### config.mk
export PLATFORM = sky130hd
export DESIGN_NAME = mem_stage
export DESIGN_NICKNAME = d
export VERILOG_FILES = /design/src/rtl/mem_stage_pkg.sv /design/src/rtl/dcache_pkg.sv /design/src/rtl/agu.sv /design/src/rtl/mem_stage.sv
export SDC_FILE = /design/constraint.sdc
export NUM_CORES = 1
export LEC_CHECK = 0
export BUFFER_PORTS_ARGS = -buffer_cell sky130_fd_sc_hd__buf_2
export CAP_MARGIN = 20
export CORE_AREA = 2 2 134 136
export CTS_CLUSTER_SIZE = 30
export DETAILED_ROUTE_END_ITERATION = 12
export DIE_AREA = 0 0 136 138
export PLACE_DENSITY = 0.55
export SLEW_MARGIN = 20
export SYNTH_ARGS = -nofsm -noshare
export SYNTH_HDL_FRONTEND = slang
export SYNTH_HIERARCHICAL = 1
export SYNTH_SLANG_ARGS = --single-unit
export TNS_END_PERCENT = 100
### constraint.sdc
create_clock -name clk -period 4.3 [get_ports clk]
set_clock_uncertainty 0.05 [all_clocks]
set_input_delay 1.075 -clock clk [delete_from_list [all_inputs] [get_ports clk]]
set_output_delay 1.075 -clock clk [all_outputs]
set_load 0.005 [all_outputs]
### src/rtl/mem_stage_pkg.sv
`default_nettype none

// Types seen by the pipeline on both sides of the memory stage.
package mem_stage_pkg;

    typedef logic [31:0] addr_t;
    typedef logic [31:0] word_t;
    typedef logic [31:0] pc_t;
    typedef logic [3:0]  size_t;    // Access size in bytes.

    // Legal access sizes.
    localparam size_t SIZE_BYTE = 4'd1;
    localparam size_t SIZE_HALF = 4'd2;
    localparam size_t SIZE_WORD = 4'd4;

    // Memory micro-op of one execute lane.
    typedef struct packed {
        addr_t mem_addr;
        logic  is_unsigned;   // Zero-extend loads.
        logic  mem_we;
        logic  mem_rd;
        size_t bit_width;
        word_t wdata;
        pc_t   pc;
    } es_to_ms_t;

    // Result returned to execute.
    typedef struct packed {
        logic  dcache_ok;
        word_t mem_result;
    } ms_to_es_t;

endpackage

`default_nettype wire

### src/rtl/dcache_pkg.sv
`default_nettype none

// Types on the data RAM side of the address unit.
package dcache_pkg;

    typedef logic [29:0] word_addr_t;   // Byte address bits 31:2.
    typedef logic [31:0] data_t;
    typedef logic [3:0]  byte_en_t;

    typedef struct packed {
        logic       valid;
        logic       we;
        word_addr_t addr;
        byte_en_t   be;
        data_t      wdata;   // Already steered into byte lanes.
    } ram_req_t;

    // Answer to the request of the previous cycle.
    typedef struct packed {
        logic  ok;
        data_t rdata;
    } ram_rsp_t;

endpackage

`default_nettype wire

### src/rtl/agu.sv
`timescale 1ns/1ps
`default_nettype none

module agu (
    input  wire logic                     clk,
    input  wire logic                     rst,
    input  wire mem_stage_pkg::addr_t     mem_addr,
    input  wire logic                     is_unsigned,
    input  wire logic                     mem_we,
    input  wire logic                     mem_rd,
    input  wire mem_stage_pkg::size_t     bit_width,
    input  wire mem_stage_pkg::word_t     wdata,
    output dcache_pkg::ram_req_t          ram_req,
    input  wire dcache_pkg::ram_rsp_t     ram_rsp,
    output mem_stage_pkg::ms_to_es_t      result,
    output logic                          excp_ale
);

    logic [1:0]           off;
    logic                 access;
    logic                 misalign;
    dcache_pkg::byte_en_t be;

    // Attributes of the access now in flight.
    logic [1:0]           off_q;
    mem_stage_pkg::size_t size_q;
    logic                 unsigned_q;
    logic                 rd_q;
    logic                 ale_q;

    mem_stage_pkg::word_t lane_data;
    mem_stage_pkg::word_t load_val;

    assign off    = mem_addr[1:0];
    assign access = mem_we | mem_rd;

    // Natural alignment.
    always_comb
    begin
        case (bit_width)
            mem_stage_pkg::SIZE_HALF: misalign = off[0];
            mem_stage_pkg::SIZE_WORD: misalign = |off;
            default:                  misalign = 1'b0;
        endcase
    end

    always_comb
    begin
        case (bit_width)
            mem_stage_pkg::SIZE_BYTE: be = 4'b0001 << off;
            mem_stage_pkg::SIZE_HALF: be = 4'b0011 << off;
            mem_stage_pkg::SIZE_WORD: be = 4'b1111;
            default:                  be = 4'b0000;
        endcase
    end

    // Misaligned accesses never reach the RAM.
    assign ram_req = '{
        valid: access & ~misalign,
        we:    mem_we,
        addr:  mem_addr[31:2],
        be:    be,
        wdata: wdata << {off, 3'b000}
    };

    always_ff @(posedge clk)
    begin
        if (rst)
        begin
            rd_q  <= 1'b0;
            ale_q <= 1'b0;
        end
        else
        begin
            rd_q  <= mem_rd & ~misalign;
            ale_q <= access & misalign;
        end
    end

    always_ff @(posedge clk)
    begin
        off_q      <= off;
        size_q     <= bit_width;
        unsigned_q <= is_unsigned;
    end

    assign lane_data = ram_rsp.rdata >> {off_q, 3'b000};   // Addressed byte to bit 0.

    always_comb
    begin
        case (size_q)
            mem_stage_pkg::SIZE_BYTE:
                load_val = {{24{lane_data[7] & ~unsigned_q}}, lane_data[7:0]};
            mem_stage_pkg::SIZE_HALF:
                load_val = {{16{lane_data[15] & ~unsigned_q}}, lane_data[15:0]};
            default:
                load_val = lane_data;
        endcase
    end

    assign result = '{
        dcache_ok:  ram_rsp.ok,
        mem_result: rd_q ? load_val : '0   // Stores return zero.
    };
    assign excp_ale = ale_q;

    // RAM answers exactly one cycle after each request.
    a_rsp_follows_req: assert property (@(posedge clk) disable iff (rst)
        ram_req.valid |=> ram_rsp.ok);
    a_rsp_only_after_req: assert property (@(posedge clk) disable iff (rst)
        ram_rsp.ok |-> $past(ram_req.valid));

    a_ale_ok_exclusive: assert property (@(posedge clk) disable iff (rst)
        !(excp_ale && ram_rsp.ok));

endmodule

`default_nettype wire

### src/rtl/mem_stage.sv
`timescale 1ns/1ps
`default_nettype none

module mem_stage (
    input  wire logic                     clk,
    input  wire logic                     rst,
    input  wire mem_stage_pkg::es_to_ms_t es_to_ms_bus1,
    input  wire mem_stage_pkg::es_to_ms_t es_to_ms_bus2,
    input  wire logic                     flush,
    output mem_stage_pkg::ms_to_es_t      ms_to_es_bus,
    output logic                          excp_ale,
    output dcache_pkg::ram_req_t          ram_req,
    input  wire dcache_pkg::ram_rsp_t     ram_rsp
);

    mem_stage_pkg::es_to_ms_t lane;   // Chosen micro-op, pc included.
    logic                     mem_we;
    logic                     mem_rd;

    // Lane 1 has priority when it holds a load or store.
    always_comb
    begin
        if (es_to_ms_bus1.mem_we || es_to_ms_bus1.mem_rd)
        begin
            lane = es_to_ms_bus1;
        end
        else
        begin
            lane = es_to_ms_bus2;
        end
    end

    // Flush cancels the access.
    assign mem_we = lane.mem_we & ~flush;
    assign mem_rd = lane.mem_rd & ~flush;

    agu u_agu (
        .clk         (clk),
        .rst         (rst),
        .mem_addr    (lane.mem_addr),
        .is_unsigned (lane.is_unsigned),
        .mem_we      (mem_we),
        .mem_rd      (mem_rd),
        .bit_width   (lane.bit_width),
        .wdata       (lane.wdata),
        .ram_req     (ram_req),
        .ram_rsp     (ram_rsp),
        .result      (ms_to_es_bus),
        .excp_ale    (excp_ale)
    );

endmodule

`default_nettype wire

# ---- After elaboration in Yosys (flattened, before gate mapping)
# Index checks and enable logic that the tools add are counted.
dict set report classes {
  bitwise_logic 11
  n_mux 5
  n_eq_ne 5
  n_reduce_logical 2
  shifts 4
}
# cell n
set op_table {}
lappend op_table {{2-to-1 mux 103 bit} 1}
lappend op_table {{case mux 32 bit (2 select lines)} 1}
lappend op_table {{2-to-1 mux 32 bit} 1}
lappend op_table {{<< shifter 32 x 5 -> 32 bit} 1}
lappend op_table {{>> shifter 32 x 5 -> 32 bit} 1}
lappend op_table {{case mux 4 bit (3 select lines)} 1}
lappend op_table {{== test 4 x 1 -> 1 bit, second input constant} 2}
lappend op_table {{== test 4 x 2 -> 1 bit, second input constant} 2}
lappend op_table {{AND 1 bit} 7}
lappend op_table {{== test 4 x 3 -> 1 bit, second input constant} 1}
lappend op_table {{<< shifter 1 x 2 -> 4 bit, first input constant} 1}
lappend op_table {{<< shifter 2 x 2 -> 4 bit, first input constant} 1}
lappend op_table {{NOT 1 bit} 3}
lappend op_table {{case mux 1 bit (2 select lines)} 1}
lappend op_table {{OR reduction 2 bit} 1}
lappend op_table {{logical OR 1 bit} 1}
lappend op_table {{bitwise OR 1 bit} 1}
dict set report totals {
  in_bits 242
  reg_bits 9
  output_inout_bits 102
}

# ---- Longest topological paths before layout
# Gate-level depths: netlist (run 1).
dict set report logic_depth {
  depth_word 6
  mapped_depth 9
}

# ---- Cells and area by module
# The synthesis (run 1) kept the hierarchy.
# module cells_per_inst seq_area_each_um2 area_per_inst_um2 instances
set modules_own_cells {}
lappend modules_own_cells {agu 285 180.2 1993.2 1}
lappend modules_own_cells {mem_stage 83 0.0 919.6 1}

# ---- Worst setup path after synthesis (run 1)
# OpenSTA, ideal clock, no wires.
dict set report synth_path {
  path_kind {in2out}
  from {input es_to_ms_bus1[68] in the netlist's numbering}
  to {output ram_req[34] in the netlist's numbering}
  arrival_ns 2.679
  slack_ns 0.496
  required_time_ns 3.175
  path_buffers 3
  path_stages 8
  path_cell_list {nor2_4 > buf_6 > buf_8 > mux2_4 > clkbuf_1 > or3b_2 > o21a_1 > nor2_1}
}
# item line
set synth_rtl {}
lappend synth_rtl {{start: declaration} mem_stage.sv:7} ;# input wire mem_stage_pkg::es_to_ms_t es_to_ms_bus1,
lappend synth_rtl {{end: declaration} mem_stage.sv:12} ;# output dcache_pkg::ram_req_t ram_req,

==> qor.yml, run 1 <==
grt:
  grt_pass1_vias: 3137
  grt_pass1_wl_um: 16850
  antenna_found_initial: 0
  grt_overflow: 0
  grt_max_degree: 40
  grtUsageTotal: 0.1119
floorplanning:
  dieWidth_um: 136
  fp.coreArea_um2: 17530
  dieArea_um2: 18770
  num_rows: 49
  die_height_um: 138
  start_util: 0.1661
  ios: 344
setup_path:
  startpoint: "es_to_ms_bus1[68]"
  worst_setup_path_start_kind: "primary input"
  end_kind: "primary output"
  crit_fanout: 39
  slowest_stage: "mux2_2"
  worst_path_largest_cell_delay_ns: 0.39
  crit_chain: "buf_2 -> nor2_4 -> buf_12 -> buf_12 -> mux2_2 -> mux2i_1 -> a21oi_1 -> buf_2"
  cp.arrival_ns: 2.82
  required_ns: 3.17
  path_buf_inv: 4
  crit_type: "primary input to primary output"
  critPathTopFamily: "buffers and inverters"
cells_and_area:
  finalNetCount: 843
  antenna-diode-count: 0
  area_growth_pct: 50.60
  regArea_um2: 180.2
  drive_above_1_share: 0.6217
  multi_input_area_um2: 2316
  final_cells: 829
  fillers: 1951
sta:
  min_period_ns: 3.945
  drv_slew: 0
  tns_ns: 0
  period_share: 0.9175
  hold_viol_final: 0
  fmax_ghz: 0.2535
  setup_viol: 0
  worstMarginPinSlew_ns: 0.9168
  max-slew-margin-rel: 0.3879
  rsz0062_at_grt: "false"
drt:
  routed_wl_um: 11340
  viasPerCell: 4.105
  vias: 3403
  wire_per_inst_um: 13.68
  drc: 0
  drtPass1Iterations: 4
  final_antenna_net_count: 0
  drt-initial-drc-count: 122
yosys:
  yosys.area_share.simple: 0.2092
  synth_most_common_cell: "mux2_2"
  ys_seq_area_frac: 0.06186
  synth_common_cells: "mux2_2 (66), buf_4 (37), nand2_1 (35)"
  synth_top_family_by_area: "multiplexers"
  synth_edf_count: 0
  ys_seq_elements: 9
  synth_ff_type: "dfxtp_1"
  synth_area_leader_cell: "mux2_2"
  ys_types: 36
  synth-xor-area-share: 0.006014
  yosysTopAreaCellShare: 0.2552
  synth-warning-count: 6
  syn_inst: 368
  synth_compound_area_frac: 0.1521
  synth_mux_area_frac: 0.4278
  synth.net_count: 610
  synthTopCellsByArea: "mux2_2 (26%), mux2i_1 (11%), buf_4 (9.5%)"
  postSynthAreaPerCell_um2: 7.915
  synth_fa_ha_area_frac: 0
  synth_area_um2: 2913
  async_flop_share: 0
clock_tree:
  cts_buffer_depth: 2
  cts_root_buf: "clkbuf_16"
  clk_pin_slew_worst_paths_ns: 0.04
  cts-buffers-inserted: 3
  postCtsSetupRepairBufs: 0
  htreeDepth: 1
  clock_sinks: 9
  cts_tree: "done"
  cts_hold_buf: 0
  cts_resized: 0
hold_path:
  min_delay_worst_endpoint: "u_agu/excp_ale$_SDFF_PP0_"
  min_from: "rst"
  worst_hold_path_type: "primary input to flop"
  hold_depth: 2
placed_design:
  place.gp.congestion: 0.8125
  place_inst: 825
  place_hpwl_um: 9620
  portBuffers: 277
power:
  combPwrFrac: 0.631
  swShare: 0.3595
  internal_power_uw: 451.3
  power_frac_seq: 0.143
  powerDensity_nw_per_um2: 160.6
  power_leakage_uw: 0.002398
  vdd_ir_drop_max_mv: 0.06711
  clock_power_share: 0.226
  power.switching_uw: 253.3
flow_run:
  drv_cap: 0
outcome:
  status: "complete, no violations"
metrics by stage:
step | hold WS (ns) | util | power [µW] | setup WS (ns) | instance area, µm²
after floorplan | 1.103 | - | 376.1 | 0.4960 | 2913
after global placement | 1.208 | 0.2457 | 548.6 | 0.3264 | 4308
after detailed placement | 1.209 | 0.2457 | 550.3 | 0.3331 | 4308
after CTS | 0.9651 | 0.2502 | 714.4 | 0.3307 | 4387
after global routing | 0.9859 | 0.2502 | 762.2 | 0.2072 | 4387
final | 0.9664 | 0.2502 | 704.7 | 0.3546 | 4387
power by group through the flow:
stage,registers [µW],logic (µW),clock network (µW)
global route,102,490,170
global placement,102,446,0
CTS,101,450,164
finish,101,445,159
floorplan,93.8,282,0
detailed placement,102,448,0
worst max path at each step:
| stage | cells past startpoint | endpoint |
|---|---|---|
| after floorplan | 8 | ram_req[34] |
| final | 8 | ram_req[30] |
| after global placement | 9 | ram_req[22] |
| after global routing | 8 | ram_req[28] |
| after detailed placement | 9 | ram_req[22] |
| after CTS | 8 | ram_req[34] |
state kept, by name, indices dropped and copies added, names as in the netlist:
name,cells
u_agu/size_q,4
u_agu/unsigned_q,1
u_agu/rd_q,1
u_agu/excp_ale,1
u_agu/off_q,2
placed cells by master, fill, tap and decap left out, types with 5 or more instances in the layout:
cell,synthesis,routed
nor2b_1,10,10
dfxtp_1,9,9
nor2_1,22,22
a211oi_1,8,8
and3_1,16,16
a21oi_1,15,15
mux2i_1,33,33
buf_2,3,277
buf_4,37,9
o21ai_0,25,25
nand2b_1,5,5
mux2_4,10,10
a21boi_0,8,8
mux2_2,66,66
nand2_1,35,35
and2_1,16,16
o211a_1,7,7
per-layer routing:
metal	GRT usage	vias up	part of all wire
li1	-	1739	-
met1	0.1588	1510	0.47
met2	0.1873	152	0.46
met3	0.008801	2	0.065
met4	0.01754	0	0.0035
met5	0	-	0
area by class of cell:
cell class / count / share of cell area
clock buffer: 4 / 0.01797
sequential: 9 / 0.04107
tap: 229 / 0.06532
inverter: 3 / 0.002567
multi-input combinational: 295 / 0.5280
timing repair buffer: 289 / 0.3451
cells by family (layout without fill, tap and decap cells):
| group | after synthesis | after routing |
|---|---|---|
| simple gates | 116 | 116 |
| mux | 110 | 110 |
| compound gates | 67 | 67 |
| buf+inv | 64 | 296 |
| flops | 9 | 9 |
| xor+xnor | 2 | 2 |
No activity file was read; power rests on OpenSTA's default activity.
==> run 2: changes to the inputs <==
Settings changed: PLACE_DENSITY 0.55 to default, PLACE_DENSITY_LB_ADDON from default to 0.25.
==> run 2 against run 1 <==
Effect of this change:
- wire length fell by 0.77%
- cell count down 0.36%
- setup slack improved by 0.011 ns
- largest cell class unchanged
==> qor.yml, run 2 (synthesized netlist as in run 1, its figures left out) <==
setup_path:
  required_ns: 3.17  # about the same
  crit_type: "primary input to primary output"
  end_kind: "primary output"
  crit_fanout: 29  # -26%
  cp.arrival_ns: 2.81  # about the same
  worst_setup_path_start_kind: "primary input"
floorplanning:
  ios: 344  # unchanged
  start_util: 0.1661  # unchanged
  die_height_um: 138  # unchanged
  dieArea_um2: 18770  # unchanged
  fp.coreArea_um2: 17530  # unchanged
  dieWidth_um: 136  # unchanged
  num_rows: 49  # unchanged
cells_and_area:
  reg_top3: "u_agu/size_q (4), u_agu/off_q (2)"
  final_cells: 826  # -0.36%
  finalNetCount: 840  # -0.36%
  top_register: "u_agu/size_q"
  drive_above_1_share: 0.6198  # -0.001901
  antenna-diode-count: 0  # unchanged
  final_common_cell: "buf_2"
  area_growth_pct: 49.83
  postLayoutCellArea_um2: 4364  # -0.51%
  final_cell_mix: "buf_2 (277), mux2_2 (66), nand2_1 (35), mux2i_1 (33), o21ai_0 (25)"
  largest_reg_flops: 4  # unchanged
clock_tree:
  cts_buffer_depth: 2  # unchanged
  clock_sinks: 9  # unchanged
  clk_pin_slew_worst_paths_ns: 0.04  # about the same
  cts_hold_buf: 0  # unchanged
  postCtsSetupRepairBufs: 0  # unchanged
  cts_resized: 0  # unchanged
  cts_tree: "done"
  cts-buffers-inserted: 3  # unchanged
  cts_root_buf: "clkbuf_16"
  htreeDepth: 1  # unchanged
grt:
  grt_overflow: 0  # unchanged
  grtUsageTotal: 0.1118  # about the same
  gr-usage-met2: 0.2113  # +0.02407
  grt_max_degree: 37  # -7.5%
  antenna_found_initial: 0  # unchanged
  grt_util_met3: 0.02017  # +0.01137
  grt_pass1_wl_um: 16990  # +0.82%
  busiest_layer: "met2"
  grt_pass1_vias: 3215  # +2.5%
  met1_usage: 0.1294  # -0.02946
drt:
  viasPerCell: 4.126  # +0.51%
  drc: 0  # unchanged
  drtPass1Iterations: 4  # unchanged
  wire_per_inst_um: 13.62  # -0.41%
  vias: 3408  # +0.15%
  final_antenna_net_count: 0  # unchanged
  drt-initial-drc-count: 62  # -49%
  routed_wl_um: 11250  # -0.77%
power:
  clock_power_share: 0.234  # +0.008
  combPwrFrac: 0.623  # -0.008
  power.switching_uw: 250.8  # -0.99%
  swShare: 0.3582  # -0.001324
  power_leakage_uw: 0.002383  # -0.63%
  powerDensity_nw_per_um2: 160.5  # -0.11%
  power_frac_seq: 0.143  # about the same
  internal_power_uw: 449.5  # -0.42%
  vdd_ir_drop_max_mv: 0.07535  # +12%
sta:
  rsz0062_at_grt: "false"
  tns_ns: 0  # unchanged
  fmax_ghz: 0.2541  # +0.27%
  worstMarginPinSlew_ns: 0.8801  # -0.03671 ns
  drv_slew: 0  # unchanged
  min_period_ns: 3.935  # -0.01064 ns
  setup_viol: 0  # unchanged
  period_share: 0.9151  # -0.002475
  hold_viol_final: 0  # unchanged
  max-slew-margin-rel: 0.4125  # +0.02451
hold_path:
  min_delay_worst_endpoint: "u_agu/excp_ale$_SDFF_PP0_"
  worst_hold_path_type: "primary input to flop"
  min_from: "rst"
  hold_depth: 2  # unchanged
placed_design:
  portBuffers: 277  # unchanged
  place_hpwl_um: 9371  # -2.6%
  place_inst: 822  # -0.36%
  dpl_cell_area_um2: 4285  # -0.52%
  place.gp.congestion: 0.7511  # -7.6%
outcome:
  status: "complete, no violations"
flow_run:
  drv_cap: 0  # unchanged
-- run 2: changes by cell type in the layout (fill, tap and decap cells not counted), sizes merged --
cell | before | now
buf | 289 | 286
-- run 2: metrics by stage --
step / hold WS [ns] / util / setup slack, ns / total power, µW
6_report: 0.9629 / 0.2489 / 0.3653 / 700.3
5_1_grt: 0.9825 / 0.2489 / 0.2638 / 760.8
2_1_floorplan: 1.103 / - / 0.4960 / 376.1
3_5_place_dp: 1.209 / 0.2444 / 0.3404 / 545.7
3_3_place_gp: 1.208 / 0.2444 / 0.3600 / 545.4
4_1_cts: 0.9604 / 0.2489 / 0.3281 / 715.6
-- run 2: worst max path at each step --
stage / from / cells after the start / slack [ns] / endpoint
after detailed placement: es_to_ms_bus1[68] / 8 / 0.34 / ram_req[34]
after global placement: es_to_ms_bus1[68] / 8 / 0.36 / ram_req[34]
final: es_to_ms_bus1[68] / 8 / 0.37 / ram_req[34]
after floorplan: es_to_ms_bus1[68] / 8 / 0.50 / ram_req[34]
after global routing: es_to_ms_bus1[68] / 8 / 0.26 / ram_req[34]
after CTS: es_to_ms_bus1[68] / 8 / 0.33 / ram_req[34]
-- run 2: critical path, stage by stage --
cell	delay (ns)
buf_2	0.12
nor2_4	0.13
buf_12	0.21
mux2_4	0.37
or3b_2	0.51
o21a_1	0.12
nor2_1	0.09
buf_2	0.14
-- run 2: layout make-up --
| class | instances | area, µm² |
|---|---|---|
| inverters | 3 | 11.26 |
| multi-input cells | 295 | 2316 |
| flip-flops and latches | 9 | 180.2 |
| clock buffers | 4 | 78.83 |
| repair buffers | 286 | 1491 |
| well taps | 229 | 286.5 |
| fillers | 2028 | 13170 |
-- run 2: power by group through the flow --
stage / registers, µW / clock network [µW] / logic (µW)
floorplan: 93.8 / 0 / 282
global placement: 102 / 0 / 443
detailed placement: 102 / 0 / 444
CTS: 101 / 169 / 446
global route: 102 / 172 / 487
finish: 100 / 164 / 437
-- run 2: routing by layer --
layer  share of wire  up-vias
met3           0.093        9
li1                -     1731
met4           0.011        0
met2            0.51      180
met1            0.39     1488
met5               0        -
